### config.mk
export PLATFORM = sky130hd
export DESIGN_NAME = snakeTop
export DESIGN_NICKNAME = d
export VERILOG_FILES = /design/src/source/snake_pkg.sv /design/src/source/snakeTop.sv /design/src/source/scoreTracker.sv /design/src/source/collisionJudge.sv /design/src/source/applePlacer.sv /design/src/source/bodyStore.sv /design/src/source/headStepper.sv
export VERILOG_INCLUDE_DIRS = /design/src /design/src/source
export SDC_FILE = /design/constraint.sdc
export NUM_CORES = 1
export LEC_CHECK = 0
export ABC_AREA = 1
export BUFFER_PORTS_ARGS = -buffer_cell sky130_fd_sc_hd__buf_2
export CAP_MARGIN = 25
export CELL_PAD_IN_SITES_DETAIL_PLACEMENT = 0
export CELL_PAD_IN_SITES_GLOBAL_PLACEMENT = 2
export CORE_ASPECT_RATIO = 0.8
export CORE_MARGIN = 4
export CORE_UTILIZATION = 40
export CTS_CLUSTER_SIZE = 12
export DETAILED_ROUTE_END_ITERATION = 8
export GPL_ROUTABILITY_DRIVEN = 0
export PLACE_DENSITY_LB_ADDON = 0.1
export REMOVE_ABC_BUFFERS = 1
export SYNTH_ARGS = -nofsm -noshare
export SYNTH_HDL_FRONTEND = slang
export SYNTH_SLANG_ARGS = --single-unit
### constraint.sdc
create_clock -name hwclk -period 5 [get_ports hwclk]
set_clock_uncertainty 0.05 [all_clocks]
set_input_delay 0.5 -clock hwclk [delete_from_list [all_inputs] [get_ports hwclk]]
set_output_delay 0.5 -clock hwclk [all_outputs]
set_load 0.02 [all_outputs]
### src/source/snake_defines.svh
// Snake game core parameters
`ifndef SNAKE_DEFINES_SVH
`define SNAKE_DEFINES_SVH

// bits per grid coordinate, 16 by 16 playfield
`define SNAKE_GRID_BITS 4
// highest coordinate, the far wall ring
`define SNAKE_WALL_MAX ((1 << `SNAKE_GRID_BITS) - 1)

// body capacity, also the winning length
`define SNAKE_MAX_LENGTH 8

// head cell after reset, body trails to the left
`define SNAKE_START_X 8
`define SNAKE_START_Y 8
`define SNAKE_START_LENGTH 3

// apple LFSR reset value, must be nonzero
`define SNAKE_RAND_SEED 8'hA5

`endif
### src/source/snake_pkg.sv
// Snake game core types
`include "snake_defines.svh"

package snake_pkg;

  // one grid coordinate
  typedef logic [`SNAKE_GRID_BITS-1:0] coordT;

  // one grid cell, unit of the body store
  typedef struct packed {
    coordT x;
    coordT y;
  } cellT;

  // snake length in cells
  typedef logic [4:0] lengthT;

  // single BCD digit
  typedef logic [3:0] bcdT;

  // heading, UP moves toward y = 0
  typedef enum logic [1:0] {
    UP,
    DOWN,
    LEFT,
    RIGHT
  } dirT;

  // game outcome, LOST and WON are sticky
  typedef enum logic [1:0] {
    PLAY,
    LOST,
    WON
  } gameStateT;

  // two-digit BCD score
  typedef struct packed {
    bcdT tens;
    bcdT ones;
  } scoreT;

endpackage

### src/source/snakeTop.sv
// Snake game core top level
`timescale 1ns/100ps
`default_nettype none

module snakeTop (
  input  logic                 hwclk,
  input  logic                 rst,
  input  logic                 sync,
  input  logic [3:0]           dirPb,
  output snake_pkg::cellT      head,
  output snake_pkg::lengthT    length,
  output snake_pkg::cellT      appleCell,
  output logic                 appleValid,
  output logic                 goodColl,
  output logic                 badColl,
  output snake_pkg::scoreT     score,
  output snake_pkg::gameStateT gameState
);

  logic            stepReq;
  logic            moveOk;
  logic            push;
  logic            bodyHit;
  logic            appleHit;
  snake_pkg::cellT nextHead;
  snake_pkg::cellT candidate;

  // producer, one request per frame
  headStepper u_headStepper (
    .hwclk(hwclk), .rst(rst), .sync(sync), .dirPb(dirPb),
    .gameState(gameState), .head(head),
    .stepReq(stepReq), .nextHead(nextHead)
  );

  // body advances on a move or an eat, never on a crash
  assign push = goodColl | moveOk;

  // head query checks the request, apple query checks the candidate
  bodyStore u_bodyStore (
    .hwclk(hwclk), .rst(rst), .push(push), .grow(goodColl),
    .newHead(nextHead), .headQuery(nextHead), .appleQuery(candidate),
    .head(head), .length(length), .bodyHit(bodyHit), .appleHit(appleHit)
  );

  applePlacer u_applePlacer (
    .hwclk(hwclk), .rst(rst), .goodColl(goodColl), .appleHit(appleHit),
    .candidate(candidate), .appleCell(appleCell), .appleValid(appleValid)
  );

  collisionJudge u_collisionJudge (
    .hwclk(hwclk), .rst(rst), .stepReq(stepReq), .nextHead(nextHead),
    .bodyHit(bodyHit), .appleCell(appleCell), .appleValid(appleValid),
    .goodColl(goodColl), .badColl(badColl), .moveOk(moveOk)
  );

  scoreTracker u_scoreTracker (
    .hwclk(hwclk), .rst(rst), .goodColl(goodColl), .badColl(badColl),
    .length(length), .score(score), .gameState(gameState)
  );

endmodule

### src/source/scoreTracker.sv
// Score and game state tracker
`timescale 1ns/100ps
`default_nettype none
`include "snake_defines.svh"

module scoreTracker (
  input  logic                 hwclk,
  input  logic                 rst,
  input  logic                 goodColl,
  input  logic                 badColl,
  input  snake_pkg::lengthT    length,
  output snake_pkg::scoreT     score,
  output snake_pkg::gameStateT gameState
);

  // length is updated one cycle after the eat pulse
  logic winCheck;

  always_ff @(posedge hwclk) begin
    if (rst) begin
      winCheck <= 1'b0;
    end else begin
      winCheck <= goodColl;
    end
  end

  // two-digit BCD count of apples eaten
  always_ff @(posedge hwclk) begin
    if (rst) begin
      score <= '0;
    end else if (goodColl) begin
      if (score.ones == 4'd9) begin
        score.ones <= '0;
        // tens rolls over at 99
        if (score.tens == 4'd9) begin
          score.tens <= '0;
        end else begin
          score.tens <= score.tens + 1'b1;
        end
      end else begin
        score.ones <= score.ones + 1'b1;
      end
    end
  end

  // PLAY until the first crash or a full body
  always_ff @(posedge hwclk) begin
    if (rst) begin
      gameState <= snake_pkg::PLAY;
    end else if (gameState == snake_pkg::PLAY) begin
      if (badColl) begin
        gameState <= snake_pkg::LOST;
      end else if (winCheck &&
                   length == snake_pkg::lengthT'(`SNAKE_MAX_LENGTH)) begin
        gameState <= snake_pkg::WON;
      end
    end
  end

endmodule

### src/source/collisionJudge.sv
// Collision judge
`timescale 1ns/100ps
`default_nettype none
`include "snake_defines.svh"

module collisionJudge (
  input  logic            hwclk,
  input  logic            rst,
  input  logic            stepReq,
  input  snake_pkg::cellT nextHead,
  input  logic            bodyHit,
  input  snake_pkg::cellT appleCell,
  input  logic            appleValid,
  output logic            goodColl,
  output logic            badColl,
  output logic            moveOk
);

  logic onWall;
  logic isBad;
  logic isGood;

  // outer ring of the grid
  assign onWall = nextHead.x == '0 ||
                  nextHead.x == snake_pkg::coordT'(`SNAKE_WALL_MAX) ||
                  nextHead.y == '0 ||
                  nextHead.y == snake_pkg::coordT'(`SNAKE_WALL_MAX);

  // crash wins over eat, eat over move
  assign isBad  = onWall || bodyHit;
  assign isGood = !isBad && appleValid && (nextHead == appleCell);

  // exactly one pulse per request
  always_ff @(posedge hwclk) begin
    if (rst) begin
      badColl  <= 1'b0;
      goodColl <= 1'b0;
      moveOk   <= 1'b0;
    end else begin
      badColl  <= stepReq && isBad;
      goodColl <= stepReq && isGood;
      moveOk   <= stepReq && !isBad && !isGood;
    end
  end

endmodule

### src/source/applePlacer.sv
// Apple placer
`timescale 1ns/100ps
`default_nettype none
`include "snake_defines.svh"

module applePlacer (
  input  logic            hwclk,
  input  logic            rst,
  input  logic            goodColl,
  input  logic            appleHit,
  output snake_pkg::cellT candidate,
  output snake_pkg::cellT appleCell,
  output logic            appleValid
);

  typedef enum logic {
    SEARCH,
    HOLD
  } placeStateT;

  placeStateT state;
  logic [7:0] lfsr;
  logic       interior;

  // x^8 + x^6 + x^5 + x^4 + 1, all 255 nonzero states
  always_ff @(posedge hwclk) begin
    if (rst) begin
      lfsr <= `SNAKE_RAND_SEED;
    end else begin
      lfsr <= {lfsr[6:0], lfsr[7] ^ lfsr[5] ^ lfsr[4] ^ lfsr[3]};
    end
  end

  // upper nibble is x, lower nibble is y
  assign candidate = '{x: lfsr[7:4], y: lfsr[3:0]};

  // walls on both ends of each axis
  assign interior = candidate.x != '0 &&
                    candidate.x != snake_pkg::coordT'(`SNAKE_WALL_MAX) &&
                    candidate.y != '0 &&
                    candidate.y != snake_pkg::coordT'(`SNAKE_WALL_MAX);

  // search restarts once the eaten apple is gone
  // body is stale in the goodColl cycle, so no accept there
  always_ff @(posedge hwclk) begin
    if (rst) begin
      state <= SEARCH;
    end else if (goodColl) begin
      state <= SEARCH;
    end else if (state == SEARCH && interior && !appleHit) begin
      state <= HOLD;
    end
  end

  // accepted cell, meaningful only in HOLD
  always_ff @(posedge hwclk) begin
    if (state == SEARCH && interior && !appleHit) begin
      appleCell <= candidate;
    end
  end

  assign appleValid = (state == HOLD);

endmodule

### src/source/bodyStore.sv
// Snake body store
`timescale 1ns/100ps
`default_nettype none
`include "snake_defines.svh"

module bodyStore (
  input  logic              hwclk,
  input  logic              rst,
  input  logic              push,
  input  logic              grow,
  input  snake_pkg::cellT   newHead,
  input  snake_pkg::cellT   headQuery,
  input  snake_pkg::cellT   appleQuery,
  output snake_pkg::cellT   head,
  output snake_pkg::lengthT length,
  output logic              bodyHit,
  output logic              appleHit
);

  // cells[0] is the head, cells[length-1] the tail
  snake_pkg::cellT cells [`SNAKE_MAX_LENGTH];

  // shift chain, reset loads the start snake
  always_ff @(posedge hwclk) begin
    if (rst) begin
      for (int i = 0; i < `SNAKE_START_LENGTH; i++) begin
        cells[i].x <= snake_pkg::coordT'(`SNAKE_START_X - i);
        cells[i].y <= snake_pkg::coordT'(`SNAKE_START_Y);
      end
    end else if (push) begin
      cells[0] <= newHead;
      // old tail falls past length on a plain move
      for (int i = 1; i < `SNAKE_MAX_LENGTH; i++) begin
        cells[i] <= cells[i-1];
      end
    end
  end

  // tail kept on an eat, so one more cell is valid
  always_ff @(posedge hwclk) begin
    if (rst) begin
      length <= snake_pkg::lengthT'(`SNAKE_START_LENGTH);
    end else if (push && grow &&
                 length != snake_pkg::lengthT'(`SNAKE_MAX_LENGTH)) begin
      length <= length + 1'b1;
    end
  end

  assign head = cells[0];

  // two compare banks over the valid cells
  // tail counts as occupied for the head query
  always_comb begin
    bodyHit  = 1'b0;
    appleHit = 1'b0;
    for (int i = 0; i < `SNAKE_MAX_LENGTH; i++) begin
      if (i < int'(length)) begin
        if (cells[i] == headQuery) begin
          bodyHit = 1'b1;
        end
        if (cells[i] == appleQuery) begin
          appleHit = 1'b1;
        end
      end
    end
  end

endmodule

### src/source/headStepper.sv
// Snake head stepper
`timescale 1ns/100ps
`default_nettype none

module headStepper (
  input  logic                  hwclk,
  input  logic                  rst,
  input  logic                  sync,
  // up, down, left, right
  input  logic [3:0]            dirPb,
  input  snake_pkg::gameStateT  gameState,
  input  snake_pkg::cellT       head,
  output logic                  stepReq,
  output snake_pkg::cellT       nextHead
);

  snake_pkg::dirT  dir;
  snake_pkg::dirT  pressDir;
  logic            pressValid;
  logic            isReverse;
  snake_pkg::cellT movedHead;

  // button decode, up has top priority
  always_comb begin
    pressValid = 1'b1;
    pressDir   = dir;
    if (dirPb[3]) begin
      pressDir = snake_pkg::UP;
    end else if (dirPb[2]) begin
      pressDir = snake_pkg::DOWN;
    end else if (dirPb[1]) begin
      pressDir = snake_pkg::LEFT;
    end else if (dirPb[0]) begin
      pressDir = snake_pkg::RIGHT;
    end else begin
      pressValid = 1'b0;
    end
  end

  // a press opposite to the heading would fold the snake onto its neck
  assign isReverse = (pressDir == snake_pkg::UP    && dir == snake_pkg::DOWN) ||
                     (pressDir == snake_pkg::DOWN  && dir == snake_pkg::UP)   ||
                     (pressDir == snake_pkg::LEFT  && dir == snake_pkg::RIGHT) ||
                     (pressDir == snake_pkg::RIGHT && dir == snake_pkg::LEFT);

  // start snake heads right
  always_ff @(posedge hwclk) begin
    if (rst) begin
      dir <= snake_pkg::RIGHT;
    end else if (pressValid && !isReverse) begin
      dir <= pressDir;
    end
  end

  // neighbour cell in the current heading
  // head is always interior, so no wrap
  always_comb begin
    movedHead = head;
    case (dir)
      snake_pkg::UP:    movedHead.y = head.y - 1'b1;
      snake_pkg::DOWN:  movedHead.y = head.y + 1'b1;
      snake_pkg::LEFT:  movedHead.x = head.x - 1'b1;
      default:          movedHead.x = head.x + 1'b1;
    endcase
  end

  // one request per frame, only while playing
  always_ff @(posedge hwclk) begin
    if (rst) begin
      stepReq <= 1'b0;
    end else begin
      stepReq <= sync && (gameState == snake_pkg::PLAY);
    end
  end

  // request cell, qualified by stepReq
  always_ff @(posedge hwclk) begin
    if (sync) begin
      nextHead <= movedHead;
    end
  end

endmodule

==> flow_metrics.py <==
metrics = {
    "floorplanning": {
        "ios": 41,
        "total_die_area_um2": 17700,
        "initial_core_util_pct": 41.2,
        "core_area_um2": 15200,
        "die_width_um": 148,
        "fp.dieH_um": 120,
        "rows": 40,
    },
    "logic_synthesis": {
        "synth.lib_cells_used.distinct": 37,
        "count_of_flip_flops_with_a_built_in_enable_after_synthesis": 80,
        "synth_top_cell_by_area": "sky130_fd_sc_hd__edfxtp_1",
        "synth_common_cells": "175 x sky130_fd_sc_hd__nand2_1, 101 x sky130_fd_sc_hd__nor2_1, 86 x sky130_fd_sc_hd__inv_1",
        "syn_area_per_cell_um2": 8.56,
        "yosys_warnings": 0,
        "synth_most_common_cell": "sky130_fd_sc_hd__nand2_1",
        "synth.cell_area_um2": 6240,
        "synth_ff_type": "sky130_fd_sc_hd__edfxtp_1",
        "largest_cells_by_area_after_synthesis": "sky130_fd_sc_hd__edfxtp_1 38%, sky130_fd_sc_hd__nand2_1 11%, sky130_fd_sc_hd__dfxtp_1 9.9%",
        "synthCells": 729,
        "part_of_the_yosys_area_used_for_sequential_elements_pct": 48.4,
        "asyncSetResetFlopFracSynth_pct": 0,
        "synth-seq-cells": 111,
        "synth_top_cell_area_share_pct": 38.5,
    },
    "critical_path": {
        "start_kind": "flop",
        "worst-path-max-fanout": 12,
        "biggest_cell_delay_along_the_critical_path_ps": 850,
        "timing.critical_path.to_type": "flop",
        "crit_path_frequent_cell": "sky130_fd_sc_hd__nor2_1",
        "worst_path_max_delay_cell": "sky130_fd_sc_hd__edfxtp_1",
        "arrival_ps": 2670,
        "crit_type": "flop to flop",
        "timing.critical_path.cells": "inv_1 -> o21ai_0 -> nor2_1 -> nand2_1 -> nor2_1 -> nand2_1 -> nand2_1 -> nor2_1 -> nand4_1 -> nor2_1",
        "required_time_of_the_critical_path_ps": 5250,
    },
    "timing": {
        "finalHoldWorstSlack_ps": 329,
        "maxClockFrequency_mhz": 414,
        "slew_headroom_pct": 42.8,
        "report.final.slew_viol_count": 0,
        "timing.final.crit_share_pct": 48.3,
        "max_slew.worst_pin.slew_ps": 856,
        "grt_setup_unrepaired": "no",
        "hold_violations": 0,
        "layout_setup_ws_ps": 2580,
        "setup_viol_count_final": 0,
        "setup-tns-final_ps": 0,
        "period_needed_ps": 2420,
    },
    "pwr": {
        "power.total_w": 0.00214,
        "vdd_ir_drop_max_mv": 0.172,
        "power.leakage_nw": 2.87,
        "power_density_nw_per_um2": 313,
    },
    "place": {
        "portBuffers": 40,
        "dp_worst_setup_slack_ps": 2470,
        "place.detailed.hpwl_um": 13400,
    },
    "detailed_routing": {
        "number_of_vias_in_the_routed_layout": 4863,
        "initialDrtViolationCount": 332,
        "avgViaCountPerCell": 5.02,
        "wirelength_um": 18400,
        "average_routed_wire_per_standard_cell_um": 19.0,
        "drc_violation_count_after_routing": 0,
        "drtAntennaViolNets": 0,
        "drtPass1Iterations": 4,
    },
    "final_layout": {
        "layout_cells_sized_above_1_pct": 9.75,
        "area_growth_syn_to_layout_pct": 9.40,
        "insertedDiodeCount": 0,
        "nets": 769,
        "final.fill_count": 1494,
    },
    "grt": {
        "grt_first_pass_wirelength_um": 27900,
        "global_route.overflow_total": 0,
        "first_global_vias": 4554,
        "grtUsageTotal_pct": 21.2,
        "grt_antenna_before_repair": 0,
        "largest_net_degree_at_the_start_of_global_routing": 50,
    },
    "cts": {
        "postCtsResizedCells": 0,
        "clkSinkCount": 111,
        "worst_setup_hold_path_clk_slew_ps": 70,
        "clk_root_buffer_cell": "sky130_fd_sc_hd__clkbuf_16",
        "cts_max_level": 3,
        "cts_tree": "done",
        "cts.path.max_buffers": 2,
        "cts_hold_repair.buffers": 0,
        "cts_buffers": 9,
        "worstSkewPairLatency_ps": 360,
        "postCtsSetupRepairBufs": 0,
    },
    "flow_run": {
        "max_cap_viol_count": 0,
    },
    "hold_path": {
        "worst_hold_path_type": "primary input to flop",
    },
    "run_status": {
        "run_status": "finished, final reports clean",
    },
}
## sequential cells by signal, summed over array words and instances (netlist names)
| register | count |
|---|---|
| u_applePlacer.candidate | 8 |
| u_bodyStore.length | 5 |
| u_bodyStore.cells | 64 |
| u_headStepper.nextHead | 8 |
| u_scoreTracker.gameState | 2 |
| u_collisionJudge.moveOk | 1 |
| u_scoreTracker.winCheck | 1 |
| u_headStepper.stepReq | 1 |
| u_collisionJudge.badColl | 1 |
| u_applePlacer.appleCell | 8 |
| u_applePlacer.appleValid | 1 |
| u_scoreTracker.score | 8 |
| u_collisionJudge.goodColl | 1 |
| u_headStepper.dir | 2 |
## routing by layer
layer  vias to the layer above  global-route usage, %  wire length [um]
li1                       2368                      -                 -
met1                      2333                   30.9              9010
met2                       131                   30.3              7750
met3                        31                   5.74              1140
met4                         0                   6.98               478
met5                         -                      0                 0
## power by group
group          leakage [nW]  switching, W  internal, W
sequential            0.988     0.0000970      0.00103
clock                 0.148      0.000343     0.000384
combinational          1.73      0.000175     0.000110
## worst paths after layout
check                                            startpoint                          end  slack, ps  cells past startpoint
worst max register to register    u_headStepper.nextHead[5]      u_collisionJudge.moveOk       2580                     10
worst max-delay path              u_headStepper.nextHead[5]      u_collisionJudge.moveOk       2580                     10
worst min-delay path                               dirPb[0]         u_headStepper.dir[1]        330                      3
worst min register to register  u_scoreTracker.gameState[1]  u_scoreTracker.gameState[0]        430                      1
## kinds of logic after synthesis
logic type | after synthesis | share of synthesized area (%)
buffers and inverters | 121 | 9.04
flip-flops | 111 | 48.4
adder cells (fa/ha/maj) | 8 | 1.84
XOR/XNOR | 89 | 12.5
AO/OA/AOI/OAI | 55 | 5.01
AND/OR/NAND/NOR | 345 | 23.2
## worst max-delay path, delay by kind of cell, from the launching register on
| family | cells | cell delay [ps] |
|---|---|---|
| DFF | 1 | 850 |
| buffers and inverters | 1 | 370 |
| and+or+nand+nor | 8 | 840 |
| AOI/OAI and AO/OA | 1 | 240 |
## cells in the final DEF (no fill, tap or decap), types with 2 or more instances in the layout
master / Yosys / routed
sky130_fd_sc_hd__a211oi_1: 3 / 3
sky130_fd_sc_hd__a21oi_1: 12 / 12
sky130_fd_sc_hd__buf_2: 2 / 40
sky130_fd_sc_hd__buf_4: 20 / 2
sky130_fd_sc_hd__clkbuf_16: 0 / 10
sky130_fd_sc_hd__clkinv_2: 0 / 2
sky130_fd_sc_hd__dfxtp_1: 31 / 31
sky130_fd_sc_hd__edfxtp_1: 80 / 80
sky130_fd_sc_hd__fa_1: 2 / 2
sky130_fd_sc_hd__ha_1: 6 / 6
sky130_fd_sc_hd__inv_1: 86 / 86
sky130_fd_sc_hd__inv_2: 5 / 5
sky130_fd_sc_hd__inv_4: 1 / 2
sky130_fd_sc_hd__nand2_1: 175 / 175
sky130_fd_sc_hd__nand3_1: 32 / 32
sky130_fd_sc_hd__nand3_2: 2 / 2
sky130_fd_sc_hd__nand3b_1: 2 / 2
sky130_fd_sc_hd__nand4_1: 18 / 18
sky130_fd_sc_hd__nor2_1: 101 / 101
sky130_fd_sc_hd__nor2_2: 3 / 2
sky130_fd_sc_hd__nor2_4: 2 / 3
sky130_fd_sc_hd__nor3_1: 5 / 5
sky130_fd_sc_hd__nor4_1: 2 / 2
sky130_fd_sc_hd__o211ai_1: 3 / 3
sky130_fd_sc_hd__o21ai_0: 26 / 26
sky130_fd_sc_hd__o22ai_1: 5 / 5
sky130_fd_sc_hd__xnor2_1: 53 / 53
sky130_fd_sc_hd__xor2_1: 36 / 36
## stage by stage
| stage | util, % | instances | cell area (um^2) |
|---|---|---|---|
| after floorplan | - | 700 | 6030 |
| after global placement | 42.9 | 952 | 6510 |
| after detailed placement | 42.9 | 952 | 6510 |
| after CTS | 44.9 | 968 | 6800 |
| after global routing | 45.0 | 969 | 6830 |
| final | 45.0 | 969 | 6830 |
## layout make-up
class                      instances  area (um^2)  area share, %
sequential                       111         3020           44.3
multi-input combinational        497         2660           39.0
inverter                          92          348           5.09
clock buffer                      12          268           3.92
tap                              210          263           3.85
timing repair buffer              43          243           3.55
clock inverter                     4         25.0          0.366
(Power assumes the default switching activity.)
